$ cat src/hw/modbus_pkg.sv
// Modbus RTU slave constants and shared types
// Buffer sizes, function codes, request layout and CRC settings

package modbus_pkg;

  // ============================================================
  // Sizes
  // ============================================================
  localparam int REG_WORDS     = 64;
  localparam int REG_AW        = 6;
  localparam int BUF_DEPTH     = 256;
  localparam int BUF_AW        = 8;
  localparam int COIL_BITS     = 32;
  localparam int COIL_AW       = $clog2(COIL_BITS);
  localparam int TX_CREDITS    = 4;
  localparam int MIN_FRAME_LEN = 4;

  typedef logic [7:0]           byte_t;
  typedef logic [15:0]          word_t;
  typedef logic [BUF_AW-1:0]    buf_idx_t;
  typedef logic [COIL_BITS-1:0] coil_t;
  typedef logic [2:0]           credit_t;

  // ============================================================
  // Protocol
  // ============================================================
  localparam word_t CRC_INIT = 16'hFFFF;
  localparam word_t CRC_POLY = 16'hA001;
  localparam word_t COIL_ON  = 16'hFF00;

  localparam byte_t FC_READ_COILS   = 8'h01;
  localparam byte_t FC_READ_HOLDING = 8'h03;
  localparam byte_t FC_WRITE_COIL   = 8'h05;
  localparam byte_t FC_WRITE_REG    = 8'h06;
  localparam byte_t FC_WRITE_REGS   = 8'h10;

  // Request layout is slave, func, start(2) and qty or value(2) ahead of the CRC
  localparam int REQ_FIXED_LEN = 8;
  // Echoed part of a write request
  localparam int ECHO_LEN      = 6;
  // Slave, func and byte count ahead of read data
  localparam int RESP_HDR_LEN  = 3;
  // First data byte of an FC10 request, after the byte count
  localparam int WR_DATA_OFS   = 7;

  // Read quantities that still fit one response frame
  localparam int MAX_RD_REGS  = 125;
  localparam int MAX_RD_COILS = 2000;

endpackage
$ cat src/hw/tx_framer.sv
// Transmit buffer with CRC append
// Credit-controlled byte output toward the line

`timescale 1ns/100ps

module tx_framer (
  input  logic              clk,
  input  logic              rst,
  input  modbus_pkg::byte_t resp_byte,
  input  logic              resp_valid,
  input  logic              resp_last,
  output logic              resp_ready,
  output modbus_pkg::byte_t tx_b,
  output logic              tx_b_v,
  input  logic              tx_credit
);
  import modbus_pkg::*;

  typedef enum logic {S_FILL, S_SEND} state_t;

  state_t          state;
  byte_t           tx_mem [BUF_DEPTH];
  buf_idx_t        fill_ptr;
  logic [BUF_AW:0] data_cnt;
  logic [BUF_AW:0] send_idx;
  credit_t         credits;
  word_t           crc;
  logic            push;
  logic            issue;
  logic            send_done;

  assign resp_ready = (state == S_FILL);
  assign push       = resp_valid && resp_ready;
  // A byte leaves only while a credit is left
  assign issue      = (state == S_SEND) && (credits != '0);
  // Frame ends with the CRC high byte
  assign send_done  = issue && (send_idx == data_cnt + 1'b1);

  crc16_modbus u_crc (
    .clk   (clk),
    .rst   (rst),
    .clr   (send_done),
    .valid (push),
    .data  (resp_byte),
    .crc   (crc)
  );

  // Buffer and output byte
  always_ff @(posedge clk) begin
    if (push) begin
      tx_mem[fill_ptr] <= resp_byte;
    end
    if (issue) begin
      if (send_idx < data_cnt) begin
        tx_b <= tx_mem[send_idx[BUF_AW-1:0]];
      end else if (send_idx == data_cnt) begin
        tx_b <= crc[7:0];
      end else begin
        tx_b <= crc[15:8];
      end
    end
  end

  // ============================================================
  // Fill, send and credit accounting
  // ============================================================
  always_ff @(posedge clk) begin
    if (rst) begin
      state    <= S_FILL;
      fill_ptr <= '0;
      data_cnt <= '0;
      send_idx <= '0;
      credits  <= credit_t'(TX_CREDITS);
      tx_b_v   <= 1'b0;
    end else begin
      tx_b_v <= issue;
      case ({issue, tx_credit})
        2'b10:   credits <= credits - 1'b1;
        2'b01:   credits <= credits + 1'b1;
        default: ;
      endcase
      if (push) begin
        fill_ptr <= fill_ptr + 1'b1;
        if (resp_last) begin
          data_cnt <= {1'b0, fill_ptr} + 1'b1;
          send_idx <= '0;
          state    <= S_SEND;
        end
      end
      if (issue) begin
        send_idx <= send_idx + 1'b1;
        if (send_done) begin
          fill_ptr <= '0;
          state    <= S_FILL;
        end
      end
    end
  end

endmodule

$ cat src/hw/crc16_modbus.sv
// Byte-serial Modbus CRC-16 accumulator
// Reflected polynomial, all-ones start value, one byte per clock

`timescale 1ns/100ps

module crc16_modbus (
  input  logic              clk,
  input  logic              rst,
  input  logic              clr,
  input  logic              valid,
  input  modbus_pkg::byte_t data,
  output modbus_pkg::word_t crc
);
  import modbus_pkg::*;

  word_t crc_base;

  // Eight shift and XOR steps, LSB first
  function automatic word_t crc_byte(input word_t c_in, input byte_t d);
    word_t c;
    c = c_in ^ {8'h00, d};
    for (int i = 0; i < 8; i++) begin
      c = c[0] ? ((c >> 1) ^ CRC_POLY) : (c >> 1);
    end
    return c;
  endfunction

  // A byte together with clr starts a fresh CRC
  assign crc_base = clr ? CRC_INIT : crc;

  always_ff @(posedge clk) begin
    if (rst) begin
      crc <= CRC_INIT;
    end else if (valid) begin
      crc <= crc_byte(crc_base, data);
    end else if (clr) begin
      crc <= CRC_INIT;
    end
  end

endmodule

$ cat config.mk
export PLATFORM = sky130hd
export DESIGN_NAME = tx_framer
export DESIGN_NICKNAME = d
export VERILOG_FILES = /design/src/hw/modbus_pkg.sv /design/src/hw/tx_framer.sv /design/src/hw/crc16_modbus.sv
export SDC_FILE = /design/constraint.sdc
export NUM_CORES = 2
export LEC_CHECK = 0
export ABC_AREA = 1
export BUFFER_PORTS_ARGS = -buffer_cell sky130_fd_sc_hd__buf_2
export CAP_MARGIN = 5
export CORE_MARGIN = 2
export CORE_UTILIZATION = 50
export CTS_BUF_LIST = sky130_fd_sc_hd__clkbuf_4 sky130_fd_sc_hd__clkbuf_8 sky130_fd_sc_hd__clkbuf_16
export DETAILED_ROUTE_END_ITERATION = 16
export PLACE_DENSITY = 0.72
export SLEW_MARGIN = 20
export SYNTH_ARGS = -nofsm -noshare
export SYNTH_HDL_FRONTEND = slang
export SYNTH_HIERARCHICAL = 1
export SYNTH_SLANG_ARGS = --single-unit
$ cat constraint.sdc
create_clock -name clk -period 3.5 [get_ports clk]
set_input_delay 0.35 -clock clk [delete_from_list [all_inputs] [get_ports clk]]
set_output_delay 0.35 -clock clk [all_outputs]
set_load 0.02 [all_outputs]
==> impl_metrics.tcl <==
set metrics [dict create \
    fin_setup_tns_ns 0 \
    arrival_ns 3.79 \
    cts-root-buf "clkbuf_16" \
    worstSetupPathType "register to register" \
    vias 58900 \
    crit_required_ns 4.08 \
    ys_ff_latch 2111 \
    grt_usage_pct 26.0 \
    synth_compound_area_share_pct 0.601 \
    syn_nets 7532 \
    regToRegSetupSlack_ns 0.28 \
    finalPower_mw 52.8 \
    avgSynthCellArea_um2 11.6 \
    synthAdderAreaFrac_pct 0.254 \
    cts_buffers 200 \
    nNetsFinal 7579 \
    hold_ws_ns 0.0688 \
    synth_top_family_by_area "simple AND/OR/NAND/NOR gates" \
    ioPinCount 23 \
    syn_to_final_growth_pct 11.9 \
    synth-edff-count 2056 \
    hp-class "input pin to register" \
    placed_area_um2 90600 \
    rows 152 \
    grt_max_degree 175 \
    drt_wl_total_um 232000 \
    drt_iter0_markers 8236 \
    grt_pass1_vias 56200 \
    dp_hpwl_um 134000 \
    mostFrequentLayoutCells "2327 x nand2_1, 2056 x edfxtp_1, 1992 x nand3_1, 316 x nor2_1, 239 x buf_4" \
    post-route-cell-area_um2 97200 \
    worstMarginPinSlew_ns 1.29 \
    ant_nets 0 \
    firstDrtPassIters 6 \
    drc 0 \
    synth_cell_type_count 43 \
    finalClockSkew_ns 0.0282 \
    post_cts_buffers 0 \
    hold_violations 0 \
    async_flop_share_pct 0 \
    grt-ovfl-total 0 \
    synth_area_um2 86900 \
    final_common_cell "nand2_1" \
    setup_viol 0 \
    tritoncts "done" \
    critical_path.max_fanout 70 \
    rsz0062_at_grt "no" \
    slew_viol_final 0 \
    cts_buffer_depth 3 \
    ys_warn_count 6 \
    drive_gt1_share_pct 9.08 \
    maxCapViolations 0 \
    leakagePower_nw 34.2 \
    synth_mux_area_share_pct 0.104 \
    synth-main-ff-cell "edfxtp_1" \
    antenna_found_initial 4 \
    clock_latency_ns 0.83 \
    htreeDepth 4 \
    max_freq_mhz 311 \
    post_drt_wl_per_cell_um 23.1 \
    seq_area_frac_synth_pct 72.3 \
    synthCells 7502 \
    relSlewSlack_pct 13.7 \
    portBuffers 22 \
    timing.final.crit_share_pct 91.9 \
    worst_setup_path_end_kind "register" \
    period_needed_ns 3.22 \
    die_w_um 421 \
    initial_core_util_pct 50.5 \
    power_density_nw_per_um2 544 \
    ctsHoldBuffers 12 \
    vias_per_cell 5.87 \
    place_congestion 0.903 \
    yosys.area_share.simple_pct 23.2 \
    die_h_um 421 \
    grt_first_pass_wirelength_um 347000 \
    ir_drop_mv 0.622 \
    cts.clk_slew.worst_paths_ns 0.06 \
    synth-xor-area-share_pct 0.170 \
    worstSetupStartpointType "register" \
    cts.sinks 2111 \
    die_area_um2 177000 \
    status "completed" \
    core_area_um2 172000 \
    cts_resized 0 \
]
[kinds of logic (layout without fill, tap and decap cells)]
logic type / Yosys count / count (layout)
muxes: 8 / 8
DFF: 2111 / 2111
AOI/OAI and AO/OA: 89 / 89
and+or+nand+nor: 4674 / 4674
xor gates and xnor gates: 16 / 16
other: 0 / 3
adders and majority gates: 17 / 17
buffers and inverters: 587 / 805
[final cells by class]
type,count,area [um^2]
antenna,3,7.51
clock buffer,242,5430
clock inverter,131,1060
fill,13700,74900
inverter,94,387
multi-input combinational,4804,21200
sequential,2111,62900
tap,2310,2890
timing repair buffer,338,3410
[synth_stat cells, types with 2 or more instances]
cell type / instances / area share, %
a211oi_1: 5 / 0.043
a21oi_1: 33 / 0.19
buf_1: 30 / 0.13
buf_2: 288 / 1.7
buf_4: 36 / 0.31
buf_6: 18 / 0.23
clkbuf_1: 120 / 0.52
clkinv_1: 2 / 0.0086
dfxtp_1: 55 / 1.3
edfxtp_1: 2056 / 71
ha_1: 16 / 0.23
inv_1: 88 / 0.38
inv_2: 3 / 0.013
mux2_2: 8 / 0.10
nand2_1: 2329 / 10
nand2_2: 13 / 0.094
nand2_4: 4 / 0.052
nand3_1: 1992 / 11
nand3_2: 4 / 0.046
nand4_1: 3 / 0.022
nor2_1: 316 / 1.4
nor2_4: 5 / 0.065
nor3_1: 4 / 0.023
o211ai_1: 9 / 0.078
o21ai_0: 34 / 0.20
xnor2_1: 5 / 0.050
xor2_1: 10 / 0.10
[through the flow]
stage / setup WS [ns] / utilization, % / std cells
3_3_place_gp: 0.380 / 52.6 / 9645
5_1_grt: 0.117 / 56.5 / 10000
4_1_cts: 0.357 / 56.5 / 10000
3_5_place_dp: 0.364 / 52.6 / 9645
6_report: 0.282 / 56.5 / 10000
2_1_floorplan: 0.884 / - / 7502
[power breakdown]
part | internal (mW) | total [mW] | switching, mW
logic | 0.957 | 3.58 | 2.62
clock network | 12.1 | 21.4 | 9.28
registers | 27.8 | 27.8 | 0.0677
total | 40.9 | 52.8 | 12.0
[worst max-delay path, cell delays in order (launching register included)]
cell	delay [ns]
dfxtp_4	0.68
inv_16	0.28
buf_12	0.28
nand2_1	0.09
nand3_1	0.07
nand3_1	0.11
nand3_1	0.15
nand3_1	0.24
nand2_1	0.18
nand2_1	0.10
nand3_1	0.15
nand3_1	0.23
nand2_1	0.16
nand2_1	0.09
nand2_1	0.05
[path summary, 6_finish.rpt]
path / end / depth (start not counted) / startpoint
setup / recovery: tx_b[2]$_DFFE_PP_ / 14 / register
hold / removal: tx_mem[147][1]$_DFFE_PP_ / 1 / resp_byte[1]
setup reg to reg: tx_b[2]$_DFFE_PP_ / 14 / register
hold reg to reg: data_cnt[7]$_SDFFE_PP0P_ / 2 / data_cnt[7]$_SDFFE_PP0P_
[per-layer routing]
| layer | global-route usage [%] | share of wire [%] |
|---|---|---|
| met1 | 35.9 | 39 |
| met5 | 0 | 0.025 |
| met4 | 11.6 | 4.5 |
| met2 | 40.1 | 46 |
| met3 | 5.46 | 11 |
[flip-flops by register name, summed over array words and instances, names as in the netlist, named ones only]
register	cells
data_cnt	9
tx_b_v	1
tx_mem	2048
credits	3
send_idx	9
state	1
tx_b	8
u_crc/crc	16
fill_ptr	8
Note: power is estimated with default switching activity, not from simulation.
