File: config.mk
export PLATFORM = sky130hd
export DESIGN_NAME = request_executor
export DESIGN_NICKNAME = d
export VERILOG_FILES = /design/src/hw/modbus_pkg.sv /design/src/hw/request_executor.sv
export SDC_FILE = /design/constraint.sdc
export NUM_CORES = 2
export LEC_CHECK = 0
export BUFFER_PORTS_ARGS = -buffer_cell sky130_fd_sc_hd__buf_2
export CAP_MARGIN = 20
export CORE_MARGIN = 4
export CORE_UTILIZATION = 65
export CTS_CLUSTER_DIAMETER = 30
export DETAILED_ROUTE_END_ITERATION = 10
export GPL_TIMING_DRIVEN = 1
export MAX_ROUTING_LAYER = met4
export PLACE_DENSITY_LB_ADDON = 0.25
export SLEW_MARGIN = 5
export SYNTH_ARGS = -nofsm -noshare
export SYNTH_HDL_FRONTEND = slang
export SYNTH_SLANG_ARGS = --single-unit
export TNS_END_PERCENT = 1
File: constraint.sdc
create_clock -name clk -period 13.5 [get_ports clk]
set_clock_uncertainty 0.15 [all_clocks]
set_input_delay 1.35 -clock clk [delete_from_list [all_inputs] [get_ports clk]]
set_output_delay 1.35 -clock clk [all_outputs]
set_load 0.05 [all_outputs]
File: src/hw/modbus_pkg.sv
// Modbus RTU slave constants and shared types
// Buffer sizes, function codes, request layout and CRC settings

package modbus_pkg;

  // ============================================================
  // Sizes
  // ============================================================
  localparam int REG_WORDS     = 64;
  localparam int REG_AW        = 6;
  localparam int BUF_DEPTH     = 256;
  localparam int BUF_AW        = 8;
  localparam int COIL_BITS     = 32;
  localparam int COIL_AW       = $clog2(COIL_BITS);
  localparam int TX_CREDITS    = 4;
  localparam int MIN_FRAME_LEN = 4;

  typedef logic [7:0]           byte_t;
  typedef logic [15:0]          word_t;
  typedef logic [BUF_AW-1:0]    buf_idx_t;
  typedef logic [COIL_BITS-1:0] coil_t;
  typedef logic [2:0]           credit_t;

  // ============================================================
  // Protocol
  // ============================================================
  localparam word_t CRC_INIT = 16'hFFFF;
  localparam word_t CRC_POLY = 16'hA001;
  localparam word_t COIL_ON  = 16'hFF00;

  localparam byte_t FC_READ_COILS   = 8'h01;
  localparam byte_t FC_READ_HOLDING = 8'h03;
  localparam byte_t FC_WRITE_COIL   = 8'h05;
  localparam byte_t FC_WRITE_REG    = 8'h06;
  localparam byte_t FC_WRITE_REGS   = 8'h10;

  // Request layout is slave, func, start(2) and qty or value(2) ahead of the CRC
  localparam int REQ_FIXED_LEN = 8;
  // Echoed part of a write request
  localparam int ECHO_LEN      = 6;
  // Slave, func and byte count ahead of read data
  localparam int RESP_HDR_LEN  = 3;
  // First data byte of an FC10 request, after the byte count
  localparam int WR_DATA_OFS   = 7;

  // Read quantities that still fit one response frame
  localparam int MAX_RD_REGS  = 125;
  localparam int MAX_RD_COILS = 2000;

endpackage
File: src/hw/request_executor.sv
// Modbus request decode and execution
// Holding register file, coil image and coil write port
// Response byte stream without CRC

`timescale 1ns/100ps

module request_executor (
  input  logic                 clk,
  input  logic                 rst,
  input  logic                 frame_ok,
  input  modbus_pkg::buf_idx_t frame_len,
  output modbus_pkg::buf_idx_t rd_addr,
  input  modbus_pkg::byte_t    rd_data,
  output logic                 rx_release,
  output modbus_pkg::byte_t    resp_byte,
  output logic                 resp_valid,
  output logic                 resp_last,
  input  logic                 resp_ready,
  output modbus_pkg::coil_t    do_wdata,
  output modbus_pkg::coil_t    do_wmask,
  output logic                 do_we
);
  import modbus_pkg::*;

  typedef enum logic [2:0] {
    S_IDLE, S_HDR, S_DECODE, S_WREGS, S_NOTIFY, S_RESP, S_DROP
  } state_t;
  typedef enum logic [1:0] {K_ECHO, K_REGS, K_COILS} kind_t;

  state_t state;
  kind_t  resp_kind;
  word_t  regs [REG_WORDS];
  coil_t  coil_img;
  coil_t  coil_bit;

  // Request header and its fields
  byte_t      hdr [ECHO_LEN];
  logic [2:0] hdr_cnt;
  buf_idx_t   rd_ptr;
  buf_idx_t   req_len;
  byte_t      func_code;
  word_t      start_addr;
  word_t      qty_val;
  logic       len_fixed;
  logic       len_wregs;

  // FC10 word collection
  buf_idx_t          wr_cnt;
  buf_idx_t          wr_bytes;
  logic [REG_AW-1:0] wr_reg;
  byte_t             hi_byte;

  // Response generation
  buf_idx_t               resp_idx;
  buf_idx_t               resp_len;
  buf_idx_t               data_off;
  byte_t                  bcnt;
  logic                   push;
  logic [REG_AW-1:0]      reg_sel;
  word_t                  rd_word;
  logic [COIL_AW-1:0]     coil_shift;
  logic [2*COIL_BITS-1:0] coil_dbl;
  word_t                  coil_left;
  byte_t                  coil_mask;

  assign func_code  = hdr[1];
  assign start_addr = {hdr[2], hdr[3]};
  assign qty_val    = {hdr[4], hdr[5]};
  assign coil_bit   = coil_t'(1) << start_addr[COIL_AW-1:0];
  assign len_fixed  = (req_len == buf_idx_t'(REQ_FIXED_LEN));
  // FC10 length is header, byte count, data words and two CRC bytes
  assign len_wregs  = ({qty_val, 1'b0} + 17'(WR_DATA_OFS + 2)) == 17'(req_len);
  assign rd_addr    = rd_ptr;

  assign resp_valid = (state == S_RESP);
  assign push       = resp_valid && resp_ready;
  assign resp_len   = (resp_kind == K_ECHO) ? buf_idx_t'(ECHO_LEN)
                                            : bcnt + buf_idx_t'(RESP_HDR_LEN);
  assign resp_last  = resp_valid && (resp_idx == resp_len - 1'b1);
  assign rx_release = (push && resp_last) || (state == S_DROP);

  // ============================================================
  // Read data selection
  // ============================================================
  assign data_off   = resp_idx - buf_idx_t'(RESP_HDR_LEN);
  assign reg_sel    = start_addr[REG_AW-1:0] + data_off[REG_AW:1];
  assign rd_word    = regs[reg_sel];
  // Coil byte k starts at coil start + 8k, wrapped around the image
  assign coil_shift = start_addr[COIL_AW-1:0] + COIL_AW'({data_off, 3'b000});
  assign coil_dbl   = {coil_img, coil_img} >> coil_shift;
  assign coil_left  = qty_val - 16'({data_off, 3'b000});
  assign coil_mask  = (coil_left >= 16'd8) ? 8'hFF : (8'd1 << coil_left[2:0]) - 8'd1;

  always_comb begin
    if (resp_kind == K_ECHO || resp_idx < 2) begin
      resp_byte = hdr[resp_idx[2:0]];
    end else if (resp_idx == 2) begin
      resp_byte = bcnt;
    end else if (resp_kind == K_REGS) begin
      // High byte first
      resp_byte = data_off[0] ? rd_word[7:0] : rd_word[15:8];
    end else begin
      resp_byte = coil_dbl[7:0] & coil_mask;
    end
  end

  // ============================================================
  // Request FSM
  // ============================================================
  always_ff @(posedge clk) begin
    if (rst) begin
      state    <= S_IDLE;
      rd_ptr   <= '0;
      hdr_cnt  <= '0;
      wr_cnt   <= '0;
      resp_idx <= '0;
      coil_img <= '0;
      do_we    <= 1'b0;
      do_wdata <= '0;
      do_wmask <= '0;
      for (int i = 0; i < REG_WORDS; i++) begin
        regs[i] <= '0;
      end
    end else begin
      do_we <= 1'b0;
      case (state)
        S_IDLE: begin
          if (frame_ok) begin
            req_len  <= frame_len;
            rd_ptr   <= '0;
            hdr_cnt  <= '0;
            resp_idx <= '0;
            state    <= S_HDR;
          end
        end
        S_HDR: begin
          // Read data trails the address by one cycle
          rd_ptr  <= rd_ptr + 1'b1;
          hdr_cnt <= hdr_cnt + 1'b1;
          if (hdr_cnt != '0) hdr[hdr_cnt - 3'd1] <= rd_data;
          if (hdr_cnt == 3'(ECHO_LEN)) state <= S_DECODE;
        end
        S_DECODE: begin
          state <= S_DROP;
          case (func_code)
            FC_READ_COILS: begin
              if (len_fixed && qty_val != '0 && qty_val <= MAX_RD_COILS) begin
                resp_kind <= K_COILS;
                bcnt      <= byte_t'((qty_val + 16'd7) >> 3);
                state     <= S_RESP;
              end
            end
            FC_READ_HOLDING: begin
              if (len_fixed && qty_val != '0 && qty_val <= MAX_RD_REGS) begin
                resp_kind <= K_REGS;
                bcnt      <= byte_t'({qty_val, 1'b0});
                state     <= S_RESP;
              end
            end
            FC_WRITE_COIL: begin
              if (len_fixed) begin
                coil_img[start_addr[COIL_AW-1:0]] <= (qty_val == COIL_ON);
                do_wmask  <= coil_bit;
                do_wdata  <= (qty_val == COIL_ON) ? coil_bit : '0;
                do_we     <= 1'b1;
                resp_kind <= K_ECHO;
                state     <= S_NOTIFY;
              end
            end
            FC_WRITE_REG: begin
              if (len_fixed) begin
                regs[start_addr[REG_AW-1:0]] <= qty_val;
                resp_kind <= K_ECHO;
                state     <= S_RESP;
              end
            end
            FC_WRITE_REGS: begin
              if (len_wregs) begin
                rd_ptr    <= buf_idx_t'(WR_DATA_OFS);
                wr_cnt    <= '0;
                wr_bytes  <= buf_idx_t'({qty_val, 1'b0});
                wr_reg    <= start_addr[REG_AW-1:0];
                resp_kind <= K_ECHO;
                state     <= S_WREGS;
              end
            end
            default: ;
          endcase
        end
        S_WREGS: begin
          rd_ptr <= rd_ptr + 1'b1;
          wr_cnt <= wr_cnt + 1'b1;
          if (wr_cnt[0]) begin
            hi_byte <= rd_data;
          end else if (wr_cnt != '0) begin
            regs[wr_reg] <= {hi_byte, rd_data};
            wr_reg       <= wr_reg + 1'b1;
          end
          if (wr_cnt == wr_bytes) state <= S_RESP;
        end
        // do_we is high here, one cycle ahead of the echo
        S_NOTIFY: state <= S_RESP;
        S_RESP: begin
          if (push) begin
            resp_idx <= resp_idx + 1'b1;
            if (resp_last) state <= S_IDLE;
          end
        end
        S_DROP:  state <= S_IDLE;
        default: state <= S_IDLE;
      endcase
    end
  end

endmodule

==> impl_metrics.toml <==
[outcome]
run_status = "completed"

[worst_hold_path]
hold_end = "do_wmask[25]$_SDFFE_PP0P_"
hold_path_startpoint = "do_wmask[25]$_SDFFE_PP0P_"
min_delay_path_depth = 2
holdCritPathClass = "register to register"

[clock_tree]
post_cts.resized_instances = 0
tritoncts_clock_tree = "done"
clock-sinks = 1241
numCtsBuffers = 207
worst_path_clk_slew_ps = 50
cts_root_buf = "clkbuf_16"
worst_skew_pair.late_latency_ps = 810
ctsHtreeMaxLevel = 4
post_cts_buffers = 0
clock_path_buffers = 3
postCtsHoldBufs = 0

[sta]
fin_crit_ps = 8640
final.setup.worst_slack_ps = 4860
worst_pin_slew_ps = 1120
fin_crit_sh = 0.640
totalNegativeSetupSlack_ps = 0
timing.final.setup_violations = 0
number_of_failing_hold_endpoints_at_the_final_stage = 0
max_slew_margin = 0.252
final-max-slew-violation-count = 0
grt_setup_unrepaired = "false"
max_freq_ghz = 0.116

[global_route]
gr-usage-all-layers = 0.357
grt_start_max_net_pins = 99
grt_antenna_before_repair = 1
globalRoute.totalOverflow = 0
grt_pass1_vias = 38864
grt_pass1_wl_um = 241000

[placed_design]
place.port_buffers = 103
detailedPlace.worstSlack_ps = 6020
placed_cells_incl_taps = 5389
placer_congestion = 0.936
hpwlAfterDp_um = 91800

[worst_setup_path]
cp-end-kind = "output port"
slowest_delay_ps = 1340
arrival_ps = 7140
critical_path_cell_by_cell = "inv_1 > ha_1 > inv_1 > ha_4 > inv_1 > fa_4 > buf_4 > mux4_2 > and2_1 > a211oi_1 > a311oi_1 > a21oi_1 > o221a_2 > a31oi_1 > buf_2"
worstReg2RegStart = "state[1]$_SDFFE_PP0P_"
critical-path-top-cell-by-count = "inv_1"
timing.critical_path.required_ps = 12000
ff2ff_setup_slack_ps = 6680
slowest_cp_cell = "fa_4"
reg2reg_to = "regs[15][0]$_SDFFCE_PN0P_"
worstRegToRegCells = 8
crit_path_start_kind = "register"
maximum_net_fanout_on_the_critical_path = 55
critPathKind = "register to output port"

[pwr]
swShare = 0.219
p_leak_uw = 0.0234
cellPowerDensity_nw_per_um2 = 151
seq_power_share = 0.440
share_clk_of_total_power = 0.539
power.ir.vdd_worst_v = 0.000124
power_uw = 9810
internal_power_contribution_uw = 7660
power.switching_uw = 2150
power_frac_comb = 0.020

[synthesis]
number_of_synthesized_flops_with_an_enable_pin = 1111
syn_area_per_cell_um2 = 12.8
ys_warn_count = 0
synth_nets = 4485
top_cells_by_area_synth = "edfxtp_1 (59%), mux4_2 (12%), nor2_1 (7.5%)"
synth_top_cell_by_area = "edfxtp_1"
synth.top_cell.area_share = 0.587
synth_seq_area_share = 0.633
synth_async_sr_flop_share = 0
syn-instance-count = 4433
synth-main-ff-cell = "edfxtp_1"
post_synth_num_cell_types = 77
ys_seq_elements = 1241
syn_std_cell_area_um2 = 56800

[route]
postRouteAntennaNets = 0
vias_per_cell = 6.73
count_of_tritonroute_iterations_in_the_first_routing_pass = 7
avgRoutedWirePerCell_um = 27.7
drc = 0
detailedRoute.firstIterationViolations = 6021
detailroute.via_count = 38894
drt-total-wl_um = 160000

[cells_and_area]
layout.core_utilization = 0.751
drive_gt1_frac = 0.197
final_cells = 5779
flow.area_growth_from_synthesis_pct = 14.7
largest_reg_flops = 1024
registers_with_the_most_flip_flops = "regs x1024, hdr x48"
registers.top_by_ff_count = "regs"
fillers = 5291
nNetsFinal = 4495

[floorplanning]
die-height_um = 304
core_area_um2 = 86800
boundaryPins = 104
floorplan.die.width_um = 304
floorplan.initialDensity = 0.655
fp.dieArea_um2 = 92200
std_cell_rows = 108

[flow_run]
cap_violations = 0
[logic make-up (layout without fill, tap and decap cells)]
| group | count (synthesis) | after routing | share of synthesized area |
|---|---|---|---|
| DFF | 1241 | 1241 | 0.633 |
| buffers and inverters | 412 | 602 | 0.0297 |
| xor gates and xnor gates | 74 | 74 | 0.0120 |
| muxes | 366 | 366 | 0.129 |
| AOI/OAI and AO/OA | 436 | 436 | 0.0512 |
| and+or+nand+nor | 1872 | 1872 | 0.138 |
| adders and majority gates | 32 | 32 | 0.00731 |
| other | 0 | 1 | 0 |
[worst max path at each step]
stage / cells past startpoint / startpoint / endpoint
2_1_floorplan: 16 / resp_idx[0]$_SDFFE_PP0P_ / resp_byte[0]
3_3_place_gp: 15 / resp_idx[0]$_SDFFE_PP0P_ / resp_byte[2]
3_5_place_dp: 15 / resp_idx[0]$_SDFFE_PP0P_ / resp_byte[2]
4_1_cts: 15 / resp_idx[0]$_SDFFE_PP0P_ / resp_byte[0]
5_1_grt: 14 / resp_idx[0]$_SDFFE_PP0P_ / resp_byte[4]
6_report: 15 / resp_idx[0]$_SDFFE_PP0P_ / resp_byte[0]
[synth_stat cells (7+ instances only)]
library cell	number
nand4_1	14
a31oi_1	30
mux4_2	294
a311oi_1	23
a211oi_1	67
nand2_2	32
xor2_1	40
o31ai_1	13
nor3_1	38
and2_1	57
o21bai_1	7
a21o_1	8
edfxtp_1	1111
o21ai_0	49
nand3_1	62
a311o_1	11
nand2b_1	13
inv_1	41
buf_1	20
or3_1	11
xnor2_1	31
nor3b_1	9
and3_1	13
nor2b_1	22
clkbuf_1	254
nor3_2	7
o211ai_1	10
nand2_1	413
mux2i_1	66
nor2_1	1138
a21oi_1	148
buf_2	89
a22oi_1	20
ha_1	30
dfxtp_1	130
[per-stage QoR]
stage          instance area (um^2)  hold WS, ps
3_5_place_dp                  58000          292
6_report                      65200          298
2_1_floorplan                 56800          274
4_1_cts                       65100          297
5_1_grt                       65100          318
3_3_place_gp                  58000          285
[layout make-up]
cell class / instances / area [um^2] / share of cell area
Inverter: 42 / 158 / 0.00242
Sequential cell: 1241 / 36000 / 0.552
Timing Repair Buffer: 171 / 1030 / 0.0157
Antenna cell: 1 / 2.50 / 0.0000384
Clock buffer: 230 / 5310 / 0.0814
Clock inverter: 159 / 1810 / 0.0278
Multi-Input combinational cell: 2780 / 19400 / 0.298
Tap cell: 1155 / 1450 / 0.0222
[power groups by stage]
stage                     sequential, uW  clock (uW)  combinational (uW)
after floorplan                     4370           0                 129
after global placement              4380           0                 193
after detailed placement            4390           0                 197
after CTS                           4320        5300                 198
after global routing                4320        5500                 210
final                               4320        5290                 200
[worst max-delay path, delay by kind of cell, from the launching register on]
family / cells / cell delay [ps]
compound gates: 5 / 1820
simple gates: 1 / 180
flops: 1 / 520
fa+ha+maj: 3 / 1920
mux: 1 / 400
buf+inv: 5 / 1380
[routing by layer]
metal	up-vias	share of wire	global-route usage	routed length, um
met5	-	0	-	0
met4	0	0.054	0.172	8640
met3	514	0.12	0.0886	19700
met2	2927	0.48	0.558	77300
met1	19221	0.34	0.443	54400
li1	16232	-	-	-
[cells in the final DEF (no fill, tap or decap), types with 30 or more instances in the layout]
cell type / Yosys / final
nand3_1: 62 / 62
mux4_2: 294 / 294
and2_1: 57 / 57
a21oi_1: 148 / 148
nor3_1: 38 / 36
nand2_2: 32 / 32
o21ai_0: 49 / 49
a211oi_1: 67 / 67
nand2_1: 413 / 413
nor2_1: 1138 / 1137
buf_4: 6 / 68
inv_1: 41 / 40
edfxtp_1: 1111 / 1111
a31oi_1: 30 / 30
mux2i_1: 66 / 54
clkinv_2: 0 / 37
xor2_1: 40 / 38
clkbuf_16: 0 / 207
dfxtp_1: 130 / 130
buf_2: 89 / 103
Power figures use the tool's default switching activity.
